===== config.mk =====
export PLATFORM = sky130hd
export DESIGN_NAME = rob_top
export DESIGN_NICKNAME = d
export VERILOG_FILES = /design/src/source/rob_pkg.sv /design/src/source/rob_top.sv /design/src/source/retire_stage.sv /design/src/source/reorder_buffer.sv /design/src/source/cdb_stage.sv
export SDC_FILE = /design/constraint.sdc
export NUM_CORES = 1
export LEC_CHECK = 0
export BUFFER_PORTS_ARGS = -buffer_cell sky130_fd_sc_hd__buf_2
export CAP_MARGIN = 15
export CORE_ASPECT_RATIO = 1.25
export CORE_UTILIZATION = 45
export DETAILED_ROUTE_END_ITERATION = 8
export PLACE_DENSITY = 0.69
export SLEW_MARGIN = 20
export SYNTH_ARGS = -nofsm -noshare
export SYNTH_HDL_FRONTEND = slang
export SYNTH_SLANG_ARGS = --single-unit

===== constraint.sdc =====
create_clock -name clk -period 12.9 [get_ports clk]
set_input_delay 2.58 -clock clk [delete_from_list [all_inputs] [get_ports clk]]
set_output_delay 2.58 -clock clk [all_outputs]
set_load 0.01 [all_outputs]

===== src/source/rob_pkg.sv =====
package rob_pkg;

    // datapath widths
    localparam int data_w = 32;
    localparam int reg_w  = 5;

    // tag 0 is reserved as "no tag", so 4 bits give 15 usable entries
    localparam int tag_w  = 4;

    // retire behaviour of an entry, supplied by the decoder
    typedef enum logic [2:0] {
        op_alu    = 3'd0,
        op_load   = 3'd1,
        op_store  = 3'd2,
        op_branch = 3'd3,
        op_jalr   = 3'd4
    } op_class_e;

    // alu/branch result bus
    // target holds the resolved next pc for branches and jalr
    typedef struct packed {
        logic [tag_w-1:0]  tag;
        logic [data_w-1:0] value;
        logic              taken;
        logic [data_w-1:0] target;
    } alu_result_t;

    // load result bus
    typedef struct packed {
        logic [tag_w-1:0]  tag;
        logic [data_w-1:0] value;
    } load_result_t;

endpackage

===== src/source/rob_top.sv =====
`timescale 1ns/1ps

module rob_top #(
    parameter int rob_size = 8,
    parameter int tag_w    = rob_pkg::tag_w
) (
    input  logic                         clk,
    input  logic                         rst,
    input  logic                         alloc_valid,
    input  rob_pkg::op_class_e           alloc_op,
    input  logic [rob_pkg::reg_w-1:0]    alloc_dest,
    input  logic [rob_pkg::data_w-1:0]   alloc_pc,
    input  logic                         alloc_pred_taken,
    output logic                         alloc_ready,
    output logic [tag_w-1:0]             alloc_tag,
    input  logic                         alu_valid,
    input  rob_pkg::alu_result_t         alu_res,
    input  logic                         ld_valid,
    input  rob_pkg::load_result_t        ld_res,
    input  logic [tag_w-1:0]             q_tag1,
    input  logic [tag_w-1:0]             q_tag2,
    output logic                         q_ready1,
    output logic                         q_ready2,
    output logic [rob_pkg::data_w-1:0]   q_value1,
    output logic [rob_pkg::data_w-1:0]   q_value2,
    output logic                         reg_we,
    output logic [rob_pkg::reg_w-1:0]    reg_dest,
    output logic [tag_w-1:0]             reg_tag,
    output logic [rob_pkg::data_w-1:0]   reg_value,
    output logic [tag_w-1:0]             store_commit_tag,
    output logic                         bp_update,
    output logic [rob_pkg::data_w-1:0]   bp_pc,
    output logic                         bp_taken,
    output logic                         redirect,
    output logic [rob_pkg::data_w-1:0]   redirect_pc
);

    // bus structs carry the package tag width
    if (tag_w != rob_pkg::tag_w) begin : g_bad_tag_w
        $error("rob_top: tag_w must equal rob_pkg::tag_w");
    end
    if (rob_size < 2 || rob_size >= (1 << tag_w)) begin : g_bad_size
        $error("rob_top: rob_size out of range for tag_w");
    end

    logic                         flush;
    logic                         alu_valid_q;
    rob_pkg::alu_result_t         alu_res_q;
    logic                         ld_valid_q;
    rob_pkg::load_result_t        ld_res_q;

    logic                         head_valid;
    logic [tag_w-1:0]             head_tag;
    rob_pkg::op_class_e           head_op;
    logic [rob_pkg::reg_w-1:0]    head_dest;
    logic [rob_pkg::data_w-1:0]   head_pc;
    logic [rob_pkg::data_w-1:0]   head_value;
    logic                         head_taken;
    logic [rob_pkg::data_w-1:0]   head_target;
    logic                         head_pred_taken;

    cdb_stage #(.payload_t(rob_pkg::alu_result_t)) u_alu_cdb (
        .clk(clk), .rst(rst), .flush(flush),
        .in_valid(alu_valid), .in_payload(alu_res),
        .out_valid(alu_valid_q), .out_payload(alu_res_q)
    );

    cdb_stage #(.payload_t(rob_pkg::load_result_t)) u_ld_cdb (
        .clk(clk), .rst(rst), .flush(flush),
        .in_valid(ld_valid), .in_payload(ld_res),
        .out_valid(ld_valid_q), .out_payload(ld_res_q)
    );

    reorder_buffer #(.rob_size(rob_size), .tag_w(tag_w)) u_rob (
        .clk(clk), .rst(rst), .flush(flush),
        .alloc_valid(alloc_valid), .alloc_op(alloc_op), .alloc_dest(alloc_dest),
        .alloc_pc(alloc_pc), .alloc_pred_taken(alloc_pred_taken),
        .alloc_ready(alloc_ready), .alloc_tag(alloc_tag),
        .alu_valid(alu_valid_q), .alu_res(alu_res_q),
        .ld_valid(ld_valid_q), .ld_res(ld_res_q),
        .q_tag1(q_tag1), .q_tag2(q_tag2), .q_ready1(q_ready1), .q_ready2(q_ready2),
        .q_value1(q_value1), .q_value2(q_value2),
        .head_valid(head_valid), .head_tag(head_tag), .head_op(head_op),
        .head_dest(head_dest), .head_pc(head_pc), .head_value(head_value),
        .head_taken(head_taken), .head_target(head_target),
        .head_pred_taken(head_pred_taken)
    );

    retire_stage #(.tag_w(tag_w)) u_retire (
        .clk(clk), .rst(rst),
        .head_valid(head_valid), .head_tag(head_tag), .head_op(head_op),
        .head_dest(head_dest), .head_pc(head_pc), .head_value(head_value),
        .head_taken(head_taken), .head_target(head_target),
        .head_pred_taken(head_pred_taken), .flush(flush),
        .reg_we(reg_we), .reg_dest(reg_dest), .reg_tag(reg_tag), .reg_value(reg_value),
        .store_commit_tag(store_commit_tag),
        .bp_update(bp_update), .bp_pc(bp_pc), .bp_taken(bp_taken),
        .redirect(redirect), .redirect_pc(redirect_pc)
    );

endmodule


===== src/source/retire_stage.sv =====
`timescale 1ns/1ps

module retire_stage #(
    parameter int tag_w = 4
) (
    input  logic                         clk,
    input  logic                         rst,
    input  logic                         head_valid,
    input  logic [tag_w-1:0]             head_tag,
    input  rob_pkg::op_class_e           head_op,
    input  logic [rob_pkg::reg_w-1:0]    head_dest,
    input  logic [rob_pkg::data_w-1:0]   head_pc,
    input  logic [rob_pkg::data_w-1:0]   head_value,
    input  logic                         head_taken,
    input  logic [rob_pkg::data_w-1:0]   head_target,
    input  logic                         head_pred_taken,
    output logic                         flush,
    output logic                         reg_we,
    output logic [rob_pkg::reg_w-1:0]    reg_dest,
    output logic [tag_w-1:0]             reg_tag,
    output logic [rob_pkg::data_w-1:0]   reg_value,
    output logic [tag_w-1:0]             store_commit_tag,
    output logic                         bp_update,
    output logic [rob_pkg::data_w-1:0]   bp_pc,
    output logic                         bp_taken,
    output logic                         redirect,
    output logic [rob_pkg::data_w-1:0]   redirect_pc
);

    logic is_branch;
    logic is_jalr;
    logic is_store;
    logic writes_reg;
    logic mispredict;
    logic updates_bp;

    assign is_branch  = (head_op == rob_pkg::op_branch);
    assign is_jalr    = (head_op == rob_pkg::op_jalr);
    assign is_store   = (head_op == rob_pkg::op_store);
    assign writes_reg = (head_op == rob_pkg::op_alu) || (head_op == rob_pkg::op_load) || is_jalr;
    assign mispredict = is_branch && (head_taken != head_pred_taken);
    assign updates_bp = is_branch || (is_jalr && head_taken);

    // jalr always redirects since its target is never predicted
    assign flush = head_valid && (is_jalr || mispredict);

    // pulses clear whenever nothing retires
    always_ff @(posedge clk) begin
        if (rst) begin
            reg_we           <= 1'b0;
            store_commit_tag <= '0;
            bp_update        <= 1'b0;
            redirect         <= 1'b0;
        end else begin
            reg_we           <= head_valid && writes_reg;
            store_commit_tag <= (head_valid && is_store) ? head_tag : '0;
            bp_update        <= head_valid && updates_bp;
            redirect         <= flush;
        end
    end

    always_ff @(posedge clk) begin
        if (head_valid && writes_reg) begin
            reg_dest  <= head_dest;
            reg_tag   <= head_tag;
            reg_value <= head_value;
        end
        if (head_valid && updates_bp) begin
            bp_pc    <= head_pc;
            bp_taken <= head_taken;
        end
        // target already holds pc+4 for a branch resolved not taken
        if (flush) begin
            redirect_pc <= head_target;
        end
    end

    a_redirect_not_store : assert property (
        @(posedge clk) disable iff (rst)
        !(redirect && (store_commit_tag != '0))
    ) else $error("retire_stage: redirect and store commit together");

endmodule


===== src/source/reorder_buffer.sv =====
`timescale 1ns/1ps

module reorder_buffer #(
    parameter int rob_size = 8,
    parameter int tag_w    = 4
) (
    input  logic                         clk,
    input  logic                         rst,
    input  logic                         flush,
    input  logic                         alloc_valid,
    input  rob_pkg::op_class_e           alloc_op,
    input  logic [rob_pkg::reg_w-1:0]    alloc_dest,
    input  logic [rob_pkg::data_w-1:0]   alloc_pc,
    input  logic                         alloc_pred_taken,
    output logic                         alloc_ready,
    output logic [tag_w-1:0]             alloc_tag,
    input  logic                         alu_valid,
    input  rob_pkg::alu_result_t         alu_res,
    input  logic                         ld_valid,
    input  rob_pkg::load_result_t        ld_res,
    input  logic [tag_w-1:0]             q_tag1,
    input  logic [tag_w-1:0]             q_tag2,
    output logic                         q_ready1,
    output logic                         q_ready2,
    output logic [rob_pkg::data_w-1:0]   q_value1,
    output logic [rob_pkg::data_w-1:0]   q_value2,
    output logic                         head_valid,
    output logic [tag_w-1:0]             head_tag,
    output rob_pkg::op_class_e           head_op,
    output logic [rob_pkg::reg_w-1:0]    head_dest,
    output logic [rob_pkg::data_w-1:0]   head_pc,
    output logic [rob_pkg::data_w-1:0]   head_value,
    output logic                         head_taken,
    output logic [rob_pkg::data_w-1:0]   head_target,
    output logic                         head_pred_taken
);

    localparam int cnt_w = $clog2(rob_size + 1);

    // control state
    logic [rob_size:1]  valid_q;
    logic [rob_size:1]  ready_q;
    logic [tag_w-1:0]   head_q;
    logic [tag_w-1:0]   tail_q;
    logic [cnt_w-1:0]   count_q;

    // per-entry payload
    rob_pkg::op_class_e          op_q     [1:rob_size];
    logic [rob_pkg::reg_w-1:0]   dest_q   [1:rob_size];
    logic [rob_pkg::data_w-1:0]  pc_q     [1:rob_size];
    logic [rob_pkg::data_w-1:0]  value_q  [1:rob_size];
    logic                        taken_q  [1:rob_size];
    logic [rob_pkg::data_w-1:0]  target_q [1:rob_size];
    logic                        pred_q   [1:rob_size];

    logic               alloc_fire;
    logic [tag_w-1:0]   alu_tag;
    logic [tag_w-1:0]   ld_tag;
    logic               alu_hit;
    logic               ld_hit;

    function automatic logic tag_ok(input logic [tag_w-1:0] t);
        return (t != '0) && (t <= tag_w'(rob_size));
    endfunction

    // tags wrap from rob_size back to 1
    function automatic logic [tag_w-1:0] next_tag(input logic [tag_w-1:0] t);
        return (t == tag_w'(rob_size)) ? tag_w'(1) : t + tag_w'(1);
    endfunction

    assign alloc_ready = (count_q != cnt_w'(rob_size));
    assign alloc_tag   = tail_q;
    assign alloc_fire  = alloc_valid && alloc_ready;

    assign alu_tag = tag_w'(alu_res.tag);
    assign ld_tag  = tag_w'(ld_res.tag);
    // drop results for tag 0 or entries that are not live
    assign alu_hit = alu_valid && tag_ok(alu_tag) && valid_q[alu_tag];
    assign ld_hit  = ld_valid && tag_ok(ld_tag) && valid_q[ld_tag];

    always_ff @(posedge clk) begin
        if (rst || flush) begin
            valid_q <= '0;
            ready_q <= '0;
            head_q  <= tag_w'(1);
            tail_q  <= tag_w'(1);
            count_q <= '0;
        end else begin
            if (alloc_fire) begin
                valid_q[tail_q] <= 1'b1;
                ready_q[tail_q] <= 1'b0;
                tail_q          <= next_tag(tail_q);
            end
            if (alu_hit) begin
                ready_q[alu_tag] <= 1'b1;
            end
            if (ld_hit) begin
                ready_q[ld_tag] <= 1'b1;
            end
            // pop every cycle the head is done
            if (head_valid) begin
                valid_q[head_q] <= 1'b0;
                ready_q[head_q] <= 1'b0;
                head_q          <= next_tag(head_q);
            end
            count_q <= count_q + cnt_w'(alloc_fire) - cnt_w'(head_valid);
        end
    end

    always_ff @(posedge clk) begin
        if (alloc_fire) begin
            op_q[tail_q]   <= alloc_op;
            dest_q[tail_q] <= alloc_dest;
            pc_q[tail_q]   <= alloc_pc;
            pred_q[tail_q] <= alloc_pred_taken;
        end
        if (alu_hit) begin
            value_q[alu_tag]  <= alu_res.value;
            taken_q[alu_tag]  <= alu_res.taken;
            target_q[alu_tag] <= alu_res.target;
        end
        if (ld_hit) begin
            value_q[ld_tag] <= ld_res.value;
        end
    end

    // operand lookup for the decoder
    always_comb begin
        q_ready1 = tag_ok(q_tag1) && valid_q[q_tag1] && ready_q[q_tag1];
        q_ready2 = tag_ok(q_tag2) && valid_q[q_tag2] && ready_q[q_tag2];
        q_value1 = tag_ok(q_tag1) ? value_q[q_tag1] : '0;
        q_value2 = tag_ok(q_tag2) ? value_q[q_tag2] : '0;
    end

    assign head_valid      = valid_q[head_q] && ready_q[head_q];
    assign head_tag        = head_q;
    assign head_op         = op_q[head_q];
    assign head_dest       = dest_q[head_q];
    assign head_pc         = pc_q[head_q];
    assign head_value      = value_q[head_q];
    assign head_taken      = taken_q[head_q];
    assign head_target     = target_q[head_q];
    assign head_pred_taken = pred_q[head_q];

    a_count_bound : assert property (
        @(posedge clk) disable iff (rst)
        count_q <= cnt_w'(rob_size)
    ) else $error("reorder_buffer: count above rob_size");

    // a refused request must leave the tail where it was
    a_no_alloc_when_full : assert property (
        @(posedge clk) disable iff (rst)
        alloc_valid && !alloc_ready && !flush |=> $stable(tail_q)
    ) else $error("reorder_buffer: allocation taken while full");

    a_pop_was_ready : assert property (
        @(posedge clk) disable iff (rst)
        (head_q != $past(head_q)) && !$past(flush) && !$past(rst)
            |-> $past(valid_q[head_q] && ready_q[head_q])
    ) else $error("reorder_buffer: head popped before it was ready");

endmodule


===== src/source/cdb_stage.sv =====
`timescale 1ns/1ps

module cdb_stage #(
    parameter type payload_t = logic
) (
    input  logic     clk,
    input  logic     rst,
    input  logic     flush,
    input  logic     in_valid,
    input  payload_t in_payload,
    output logic     out_valid,
    output payload_t out_payload
);

    // squashed on flush
    always_ff @(posedge clk) begin
        if (rst || flush) begin
            out_valid <= 1'b0;
        end else begin
            out_valid <= in_valid;
        end
    end

    always_ff @(posedge clk) begin
        if (in_valid) begin
            out_payload <= in_payload;
        end
    end

    // a squashed result must never reach a reused tag
    a_no_valid_after_flush : assert property (
        @(posedge clk) disable iff (rst)
        flush |=> !out_valid
    ) else $error("cdb_stage: result survived a flush");

endmodule


### After elaboration in Yosys (flattened, before gate mapping)

Memories as Yosys holds them, arrays and structs flattened. A register that Yosys moved wholly into a read port is not among the register bits.
Cells that the tools add are included.

| storage, ports and cells | value |
|---|---|
| register bits | 147 |
| RAM bits | 848 |
| bits of input ports | 159 |
| output and inout bits | 184 |
| logic and storage cells | 146 |
| memories | 7 |

| cells by class | value |
|---|---|
| add/subtract/negate cells | 4 |
| magnitude comparators | 14 |
| equal/unequal tests | 8 |
| muxes and demuxes | 50 |
| bitwise operators | 9 |
| reductions and logical operators | 35 |

Memories:

| name | depth | bits a word | rd ports | clocked after memory_dff | wr ports | RTL line | source |
|---|---|---|---|---|---|---|---|
| u_rob.pc_q | 8 | 32 | 1 | 1 | 1 | reorder_buffer.sv:50 | `logic [rob_pkg::data_w-1:0] pc_q [1:rob_size];` |
| u_rob.target_q | 8 | 32 | 1 | 1 | 1 | reorder_buffer.sv:53 | `logic [rob_pkg::data_w-1:0] target_q [1:rob_size];` |
| u_rob.value_q | 8 | 32 | 3 | 1 | 2 | reorder_buffer.sv:51 | `logic [rob_pkg::data_w-1:0] value_q [1:rob_size];` |
| u_rob.dest_q | 8 | 5 | 1 | 1 | 1 | reorder_buffer.sv:49 | `logic [rob_pkg::reg_w-1:0] dest_q [1:rob_size];` |
| u_rob.op_q | 8 | 3 | 1 | 1 | 1 | reorder_buffer.sv:48 | `rob_pkg::op_class_e op_q [1:rob_size];` |
| u_rob.pred_q | 8 | 1 | 1 | 1 | 1 | reorder_buffer.sv:54 | `logic pred_q [1:rob_size];` |
| +1 memories | n/a | n/a | n/a | n/a | n/a | n/a |  |

Operator list:

| cell | number |
|---|---|
| $mux 8 | 10 |
| $mux 32 | 2 |
| $bmux 1 s4 | 8 |
| $mux 4 | 8 |
| $lt 4x5->1 const B | 6 |
| $and 8x8->8 | 3 |
| $logic_and 1x1->1 | 24 |
| $or 8x8->8 | 3 |
| $mux 1 | 18 |
| $demux 1 s4 | 4 |
| $ge 4x1->1 const B | 4 |
| $le 4x4->1 const B | 4 |
| $not 8->8 | 2 |
| $reduce_bool 4->1 | 4 |
| $add 4x1->4 const B | 2 |
| $eq 4x4->1 const B | 2 |
| $eq 3x2->1 const B | 2 |
| $logic_or 1x1->1 | 5 |
| $add 4x1->4 | 1 |
| $ne 4x4->1 const B | 1 |
| $sub 4x1->4 | 1 |
| $eq 3x1->1 const B | 1 |
| $eq 3x3->1 const B | 1 |
| $logic_not 3->1 | 1 |
| 3 further kinds | 3 |

### Depth between registers and ports, before layout

Gate-level depths: netlist (run 1).

| logic depth | value |
|---|---|
| word-level depth | 16 |
| gate-level depth with buffers | 15 |
| gate-level depth less buffers | 12 |

### Cells and area by module

Synthesis (run 1) repeated with hierarchy kept, for this count alone.

| unflattened totals | value |
|---|---|
| cells, all modules | 2,302 |
| area, all modules | 47,518.1 sq um |

By module, submodules not included:

| module | times used | cells an instance | area each (sq um) | sequential area each (sq um) |
|---|---|---|---|---|
| reorder_buffer | 1 | 2,062 | 40,845.4 | 26,085.0 |
| retire_stage | 1 | 131 | 3,454.6 | 3,323.2 |
| cdb_stage at u_alu_cdb | 1 | 71 | 2,104.5 | 2,092.0 |
| cdb_stage at u_ld_cdb | 1 | 38 | 1,113.6 | 1,101.1 |

### Worst setup path before layout (run 1)

No wires, ideal clock.

| path | value |
|---|---|
| path type | input to output |
| from | input port q_tag1[0] |
| to | output port q_value1[10] in the netlist's numbering |
| arrival time | 4,229 ps |
| data required time | 10,320 ps |
| setup slack | 6,091 ps |
| stages on the path | 6 |
| buffers on the path | 3 |
| path through | clkbuf_1 > buf_1 > buf_2 > mux4_2 > mux2i_1 > nor2_1 |

| between the ends | value |
|---|---|
| cells in the longest elaborated chain, start to end | 3 |
| elaborated cells between the ends (all ways) | 5 |
| classes of those cells | order compare (1); mux (1); reduce/logical (2); memory (1) |

RTL lines:

| what | RTL line | source |
|---|---|---|
| start: declaration | rob_top.sv:20 | `input logic [tag_w-1:0] q_tag1,` |
| $le 4x4->1 or $reduce_bool 4->1 (tied branches) | reorder_buffer.sv:63 | `return (t != '0) && (t <= tag_w'(rob_size));` |
| $logic_and 1x1->1 | reorder_buffer.sv:63 |  |
| $mux 32 (*) | reorder_buffer.sv:131 | `q_value1 = tag_ok(q_tag1) ? value_q[q_tag1] : '0;` |
| end: declaration | rob_top.sv:24 | `output logic [rob_pkg::data_w-1:0] q_value1,` |

Mark *: on every way between the ends. The rest lies on a longest branch, timed or not.

### Worst setup path after layout (run 1)

| path | value |
|---|---|
| from | input port q_tag1[0] |
| to | output port q_value1[0] in the netlist's numbering |

Same word-level chain as after synthesis.

==> run metrics, run 1 <==
status completed; top achievable clock speed 0.132 GHz; initial antenna violation count 24; fin area 54,400 um2; critical path's top delay family buffers and inverters; dpl hpwl 68,800 um; CTS max path bufs 3; CP startpoint q_tag1[0]; CTS Sinks 1,099; FF+latch area 32,600 um2; filler instances 8,044; Initial Util 0.455; Mapped Avg Cell Area 20.4 um2; # nets final 2,851; P_int 6.04 mW; largest net degree at the start of global routing 154; worst path buffer plus inverter count 3; post-CTS setup buffers 0; 1st-iter DRT viols 2,236; DRT met1 WL 46,000 um; multi-input logic area 14,300 um2; global-route wire length before repair 173,000 um; commonest non-fill, non-tap cell in the layout edfxtp_1; reg2reg start u_rob.head_tag[0]; Comb pwr share 0.056; Synth Net Count 2,492; EDFF count, synth 1,059; max_slew headroom 0.207; Slew Limit Fails 0; Max-cap violations 0; CTS Root Cell clkbuf_16; min-delay src u_rob.ready_q[8]; drt total wl 120,000 um; DR vias/cell 5.99; Remaining DRCs 0; unrepaired setup endpoints after global routing no; leakage 18.1 nW; Routed Antenna Nets 0; Post-synth top flop edfxtp_1; CP startpoint kind primary input; met3 WL post-DR 9380 um; Final Hold Fails 0; TritonCTS buffer count 107; post-place instance area 50,800 um2; Die Span Y 365 um; CP Capture Type output port; Yosys warning count 0; Total GRT Usage 0.224; Final min period 7560 ps; Critical Path, Cell by Cell buf_4, buf_4, mux4_2, mux2i_1, nor2_1, buf_2; post-synth cell types 57; CP Max Fanout 46; highest cell delay on the worst timing path 830 ps; crit-path most repeated cell buf_4; ys async rst share 0; cell count after synthesis 2,319; hold buffers post-CTS 0; VDD IR max 0.125 mV; Die W 292 um; register bit total from synthesis 1,099; most frequent cells in the layout edfxtp_1, mux2_2, buf_2, mux4_2, clkbuf_16; Clock Pin Slew Worst Setup and Hold Paths 60 ps; clk_skew 46.5 ps; metal2 WL 60,600 um; H-tree depth 3; synthesis-to-finish area growth 14.9%; DR top layer met5; via count 24.6k; post-DR wirelength/cell 29.2 um; Placer Congestion 0.811; clk_lat worst skew 730 ps; core region area 104,000 um2; register share of total power 0.532; gr ovfl total 0; FP Rows 132; die area 107,000 um2; HP Class reg2reg; WP data required 10,320 ps; Least-Margin Pin Slew 1190 ps; switching share of power 0.215; Setup violations, final 0; Clock Power Share 0.413; Port Buffers 342; CP Data Arrival Time 4980 ps; Crit Path Category in2out; pwr dens 141 nW/um2; period utilisation layout 0.586; CTS tree done; share of cells above drive strength 1 0.474; post-synthesis sequential area ratio 0.688; first-pass iteration count of the detailed router 7; Critical-path top delay cell buf_4; Ports 343; P_sw 1.66 mW; Setup TNS 0 ps; mapped cell area 47,400 um2; PostCTS Resize Cnt 0; vias in the first global route 26.0k
power by group through the flow:
stage | registers [mW] | logic, mW | clock network [mW]
3_3_place_gp | 4.16 | 0.415 | 0
5_1_grt | 4.10 | 0.461 | 3.36
3_5_place_dp | 4.17 | 0.430 | 0
4_1_cts | 4.09 | 0.432 | 3.24
6_report | 4.09 | 0.428 | 3.18
2_1_floorplan | 4.14 | 0.271 | 0
cells by family after synthesis:
logic type | after synthesis | synth area share
AO/OA/AOI/OAI | 55 | 0.00861
XOR/XNOR | 7 | 0.00129
adder cells (fa/ha/maj) | 14 | 0.00386
buffers and inverters | 171 | 0.0142
flip-flops | 1099 | 0.688
multiplexers | 770 | 0.263
AND/OR/NAND/NOR | 203 | 0.0208
per-stage QoR:
step	hold slack (ps)	instances	power, mW	worst slack, ps	utilization
6_report	523	4108	7.70	5340	0.523
5_1_grt	552	4105	7.92	5150	0.523
4_1_cts	521	4101	7.76	5310	0.523
3_5_place_dp	506	3908	4.60	5300	0.488
3_3_place_gp	494	3907	4.57	5320	0.488
2_1_floorplan	458	2319	4.41	6090	-
synth_stat cells (4+ instances only):
| cell type | count | area [um2] |
|---|---|---|
| a21oi_1 | 18 | 90.1 |
| and2_1 | 5 | 31.3 |
| buf_1 | 37 | 139 |
| buf_2 | 10 | 50.1 |
| clkbuf_1 | 95 | 357 |
| dfxtp_1 | 40 | 801 |
| edfxtp_1 | 1059 | 31800 |
| ha_1 | 13 | 163 |
| inv_1 | 25 | 93.8 |
| mux2_2 | 361 | 4070 |
| mux2i_1 | 67 | 671 |
| mux4_1 | 8 | 210 |
| mux4_2 | 334 | 7520 |
| nand2_1 | 32 | 120 |
| nand2b_1 | 6 | 37.5 |
| nand3_1 | 9 | 45.0 |
| nand3b_1 | 4 | 30.0 |
| nor2_1 | 93 | 349 |
| nor2b_1 | 7 | 43.8 |
| nor3_1 | 18 | 90.1 |
| nor3_2 | 7 | 70.1 |
| o21ai_0 | 8 | 40.0 |
| xor2_1 | 5 | 43.8 |
cell type report:
class	instances	share of cell area
flip-flops and latches	1099	0.599
multi-input cells	1049	0.263
clock buffers	123	0.0516
repair buffers	395	0.0400
well taps	1340	0.0308
clock inverters	70	0.0135
inverters	26	0.00179
diodes	6	0.000276
tightest hold or removal path: cells and delay by family (launching register included):
family,cells,cell delay (ps)
flip-flops,1,310
AO/OA/AOI/OAI,1,120
AND/OR/NAND/NOR,1,50
metal layers:
layer  up-vias  global-route usage
met5         -                   0
met4        32              0.0867
met3       248              0.0575
met2       959               0.384
met1     13000               0.273
li1      10400                   -
sequential cells by signal, summed over array words and instances, names as in the netlist, 4 cells and up, named ones only:
register                   cells
u_rob.head_tag                 4
u_retire.bp_pc                32
u_retire.redirect_pc          32
u_retire.reg_value            32
u_ld_cdb.out_payload          36
u_retire.reg_dest              5
u_retire.reg_tag               4
u_retire.store_commit_tag      4
u_rob.ready_q                  8
u_rob.op_q                    24
u_rob.valid_q                  8
u_rob.target_q               256
u_rob.dest_q                  40
u_rob.count_q                  4
u_rob.alloc_tag                4
u_alu_cdb.out_payload         69
u_rob.pc_q                   256
u_rob.value_q                256
u_rob.pred_q                   8
u_rob.taken_q                  8
final timing paths:
| kind | endpoint | slack [ps] | cells after the start |
|---|---|---|---|
| hold reg to reg | u_rob.ready_q[8] | 520 | 2 |
| setup / recovery | q_value1[0] | 5340 | 6 |
| hold / removal | u_rob.ready_q[8] | 520 | 2 |
| setup reg to reg | u_rob.count_q[2] | 9360 | 12 |
(Power assumes the default switching activity.)
==> run 2: changes to the inputs <==
--- a/config.mk
+++ b/config.mk
@@ -5,12 +5,13 @@
 export SDC_FILE = /design/constraint.sdc
 export NUM_CORES = 1
 export LEC_CHECK = 0
+export ABC_AREA = 1
 export BUFFER_PORTS_ARGS = -buffer_cell sky130_fd_sc_hd__buf_2
 export CAP_MARGIN = 15
 export CORE_ASPECT_RATIO = 1.25
 export CORE_UTILIZATION = 45
 export DETAILED_ROUTE_END_ITERATION = 8
-export PLACE_DENSITY = 0.69
+export PLACE_DENSITY = 0.72
 export SLEW_MARGIN = 20
 export SYNTH_ARGS = -nofsm -noshare
 export SYNTH_HDL_FRONTEND = slang
==> constraint.sdc (replaced) <==
create_clock -name clk -period 6.31 [get_ports clk]
set_input_delay 1.262 -clock clk [delete_from_list [all_inputs] [get_ports clk]]
set_output_delay 1.262 -clock clk [all_outputs]
set_load 0.01 [all_outputs]
==> run 2 against run 1 <==
Net effect: wire length grew 19%; highest routed layer unchanged; total power grew 110%; cell count grew 53%; non-clock buffer count grew 16; count of clock-buffer cells in the layout grew 4; setup slack lost 4000 ps; combinational power grew 140%; die area grew 3.8%; synthesized area grew 3.8%.
==> run metrics, run 2 <==
CP startpoint q_tag2[1] (was q_tag1[0]); CTS Sinks 1,099 (unchanged); first-pass iteration count of the detailed router 7 (unchanged); DP Worst Slack 1460 ps (was 5300 ps); Clock Pin Slew Worst Setup and Hold Paths 70 ps (was 60 ps); Area contributors post-synth edfxtp_1, o21ai_0, nor2_1 (was edfxtp_1, mux4_2, mux2_2); CP Capture Type output port (unchanged); gr ovfl total 0 (unchanged); leakage 20.1 nW (was 18.1 nW); most frequent cells in the layout edfxtp_1, o21ai_0, nor2_1, nand2_1, buf_2 (was edfxtp_1, mux2_2, buf_2, mux4_2, clkbuf_16); EDFF count, synth 1,059 (unchanged); 1st-iter DRT viols 4,669 (was 2,236); register bit total from synthesis 1,099 (unchanged); final worst-path setup slack 1320 ps (was 5340 ps); post-DR wirelength/cell 22.6 um (was 29.2 um); synthesis-to-finish area growth 12.9% (was 14.9%); share of the synthesized area in the top cell type 0.647 (was 0.671); Least-Margin Pin Slew 1210 ps (was 1190 ps); register share of total power 0.516 (was 0.532); drt total wl 143,000 um (was 120,000 um); Critical-path top delay cell buf_4 (unchanged); Synth Net Count 4,782 (was 2,492); vias in the first global route 34.4k (was 26.0k); DR vias/cell 5.82 (was 5.99); Setup TNS 0 ps (unchanged); Initial Util 0.454 (was 0.455); share of cells above drive strength 1 0.132 (was 0.474); Final min period 4990 ps; Comb pwr share 0.063 (was 0.056); period utilisation layout 0.791; VDD IR max 0.296 mV (was 0.125 mV); mapped cell area 49,200 um2 (was 47,400 um2); FP Rows 135 (was 132); H-tree depth 3 (unchanged); core region area 108,000 um2 (was 104,000 um2); Post-synth top flop edfxtp_1 (unchanged); count leader, synth edfxtp_1 (unchanged); Port Buffers 342 (unchanged); Remaining DRCs 0 (unchanged); CP Max Fanout 85 (was 46); simple-gate share of the synthesized area 0.106 (was 0.0208); Ports 343 (unchanged); PostCTS Resize Cnt 0 (unchanged); Yosys warning count 0 (unchanged); synth cell count leaders edfxtp_1, o21ai_0, nor2_1, nand2_1, a21oi_1 (was edfxtp_1, mux2_2, mux4_2, clkbuf_1, nor2_1); clk_skew 57.2 ps (was 46.5 ps); Critical Path, Cell by Cell buf_2, inv_2, buf_4, o21ai_0, a21oi_1, nor3_1, nor3_1, buf_2 (was buf_4, buf_4, mux4_2, mux2i_1, nor2_1, buf_2); cell count after synthesis 4,609 (was 2,319); Die W 298 um (was 292 um); HP Class reg2reg (unchanged); P_sw 3.72 mW (was 1.66 mW); leading area contributor after synthesis edfxtp_1 (unchanged); Synth Area in Compound Gates 0.167 (was 0.00861); reg2reg start u_ld_cdb.out_payload[33] (was u_rob.head_tag[0]); P_int 12.5 mW (was 6.04 mW); post-CTS setup buffers 0 (unchanged); Setup violations, final 0 (unchanged); Max-cap violations 0 (unchanged); # nets final 4,940 (was 2,851); Die Span Y 372 um (was 365 um); max_slew headroom 0.194 (was 0.207); highest cell delay on the worst timing path 760 ps (was 830 ps); die area 111,000 um2 (was 107,000 um2); Mapped Avg Cell Area 10.7 um2 (was 20.4 um2); hold buffers post-CTS 0 (unchanged); largest net degree at the start of global routing 224 (was 154); status completed (unchanged); critical path's top delay family buffers and inverters (unchanged); global-route wire length before repair 209,000 um (was 173,000 um); CTS tree done (unchanged); xor/xnor share of the synthesized area 0.000890 (was 0.00129); Placer Congestion 0.900 (was 0.811); worst path buffer plus inverter count 4 (was 3); adder-cell area share of the yosys netlist 0.00371 (was 0.00386); Crit Path Category in2out (unchanged); mux cell area share after synthesis 0 (was 0.263); dpl hpwl 79,700 um (was 68,800 um); switching share of power 0.230 (was 0.215); commonest non-fill, non-tap cell in the layout edfxtp_1 (unchanged); unrepaired setup endpoints after global routing no (unchanged); clk_lat worst skew 760 ps (was 730 ps); Clock Power Share 0.421 (was 0.413); post-synth cell types 38 (was 57); CP startpoint kind primary input (unchanged); Final Hold Fails 0 (unchanged); ys async rst share 0 (unchanged); TritonCTS buffer count 108 (was 107); top flop regs u_rob.pc_q x256, u_rob.target_q x256, u_rob.value_q x256 (unchanged); top achievable clock speed 0.200 GHz; Slew Limit Fails 0 (unchanged); via count 36.7k (was 24.6k); Total GRT Usage 0.252 (was 0.224); WP data required 5050 ps (was 10,320 ps); CTS Root Cell clkbuf_16 (unchanged); post-synthesis sequential area ratio 0.663 (was 0.688); largest family of logic cells by synthesized area compound AO/OA/AOI/OAI gates (was multiplexers); pwr dens 292 nW/um2 (was 141 nW/um2); min-delay src u_alu_cdb.out_payload[25] (was u_rob.ready_q[8]); Routed Antenna Nets 0 (unchanged); initial antenna violation count 19 (was 24); CTS max path bufs 3 (unchanged); CP Data Arrival Time 3730 ps (was 4980 ps)
## run 2: changes by cell type in the layout (fill, tap and decap cells not counted), sizes merged, moves of 30 or more
| cell | change |
|---|---|
| o21ai | +918 |
| nor2 | +536 |
| nand2 | +473 |
| mux2 | -361 |
| mux4 | -342 |
| a21oi | +290 |
| inv | +269 |
| a31oi | +102 |
| nor3 | +73 |
| o22ai | +69 |
| mux2i | -67 |
| nand3 | +59 |
| o211ai | +44 |
| a211oi | +30 |
## run 2: routing by layer
| layer | routed length [um] | GRT usage | share of wire | up-vias |
|---|---|---|---|---|
| li1 | - | - | - | 16700 |
| met1 | 53900 | 0.318 | 0.38 | 17300 |
| met2 | 67500 | 0.417 | 0.47 | 2120 |
| met3 | 15000 | 0.0527 | 0.11 | 449 |
| met4 | 6170 | 0.118 | 0.043 | 18 |
| met5 | 106 | 0 | 0.00074 | - |
## run 2: cell families after synthesis
family | count (synthesis)
AO/OA/AOI/OAI | 1523
AND/OR/NAND/NOR | 1312
flip-flops | 1099
buffers and inverters | 656
adder cells (fa/ha/maj) | 14
XOR/XNOR | 5
## run 2: power by group through the flow
stage | registers [mW] | clock network, mW | logic [mW]
floorplan | 8.45 | 0 | 0.633
global placement | 8.51 | 0 | 0.976
detailed placement | 8.51 | 0 | 1.00
global route | 8.38 | 7.18 | 1.12
finish | 8.36 | 6.82 | 1.02
CTS | 8.36 | 6.91 | 1.01
## run 2: cell type report
cell class / count / area [um2]
multi-input cells: 2854 / 13800
diodes: 4 / 10.0
clock inverters: 77 / 941
clock buffers: 127 / 2830
well taps: 1438 / 1800
inverters: 293 / 1120
repair buffers: 411 / 2370
flip-flops and latches: 1099 / 32600
fillers: 9174 / 52800
## run 2: worst paths after layout
kind                                              end  slack, ps  cells past startpoint
worst max-delay path                     q_value2[27]       1320                      8
worst min-delay path            u_rob.target_q[7][25]        580                      0
worst max register to register   u_rob.value_q[1][22]       2380                     10
worst min register to register  u_rob.target_q[7][25]        580                      0
## run 2: metrics by stage
stage / cell area (um2) / instances / hold WS (ps) / util / total power, mW
after CTS: 55400 / 6296 / 584 / 0.512 / 16.3
final: 55500 / 6303 / 577 / 0.513 / 16.2
after global placement: 51700 / 6092 / 572 / 0.477 / 9.48
after floorplan: 49200 / 4609 / 403 / - / 9.08
after global routing: 55500 / 6300 / 610 / 0.513 / 16.7
after detailed placement: 51700 / 6092 / 575 / 0.477 / 9.51
## run 2: worst reg2reg max path: stages, from the launching register on
cell      delay, ps
edfxtp_1        460
nand2_1         150
inv_1            70
nand2_1          50
o21ai_0          80
o21ai_1         130
nand2_1         100
nor2_4          320
nand2_4         590
nand2_1         970
buf_4           590
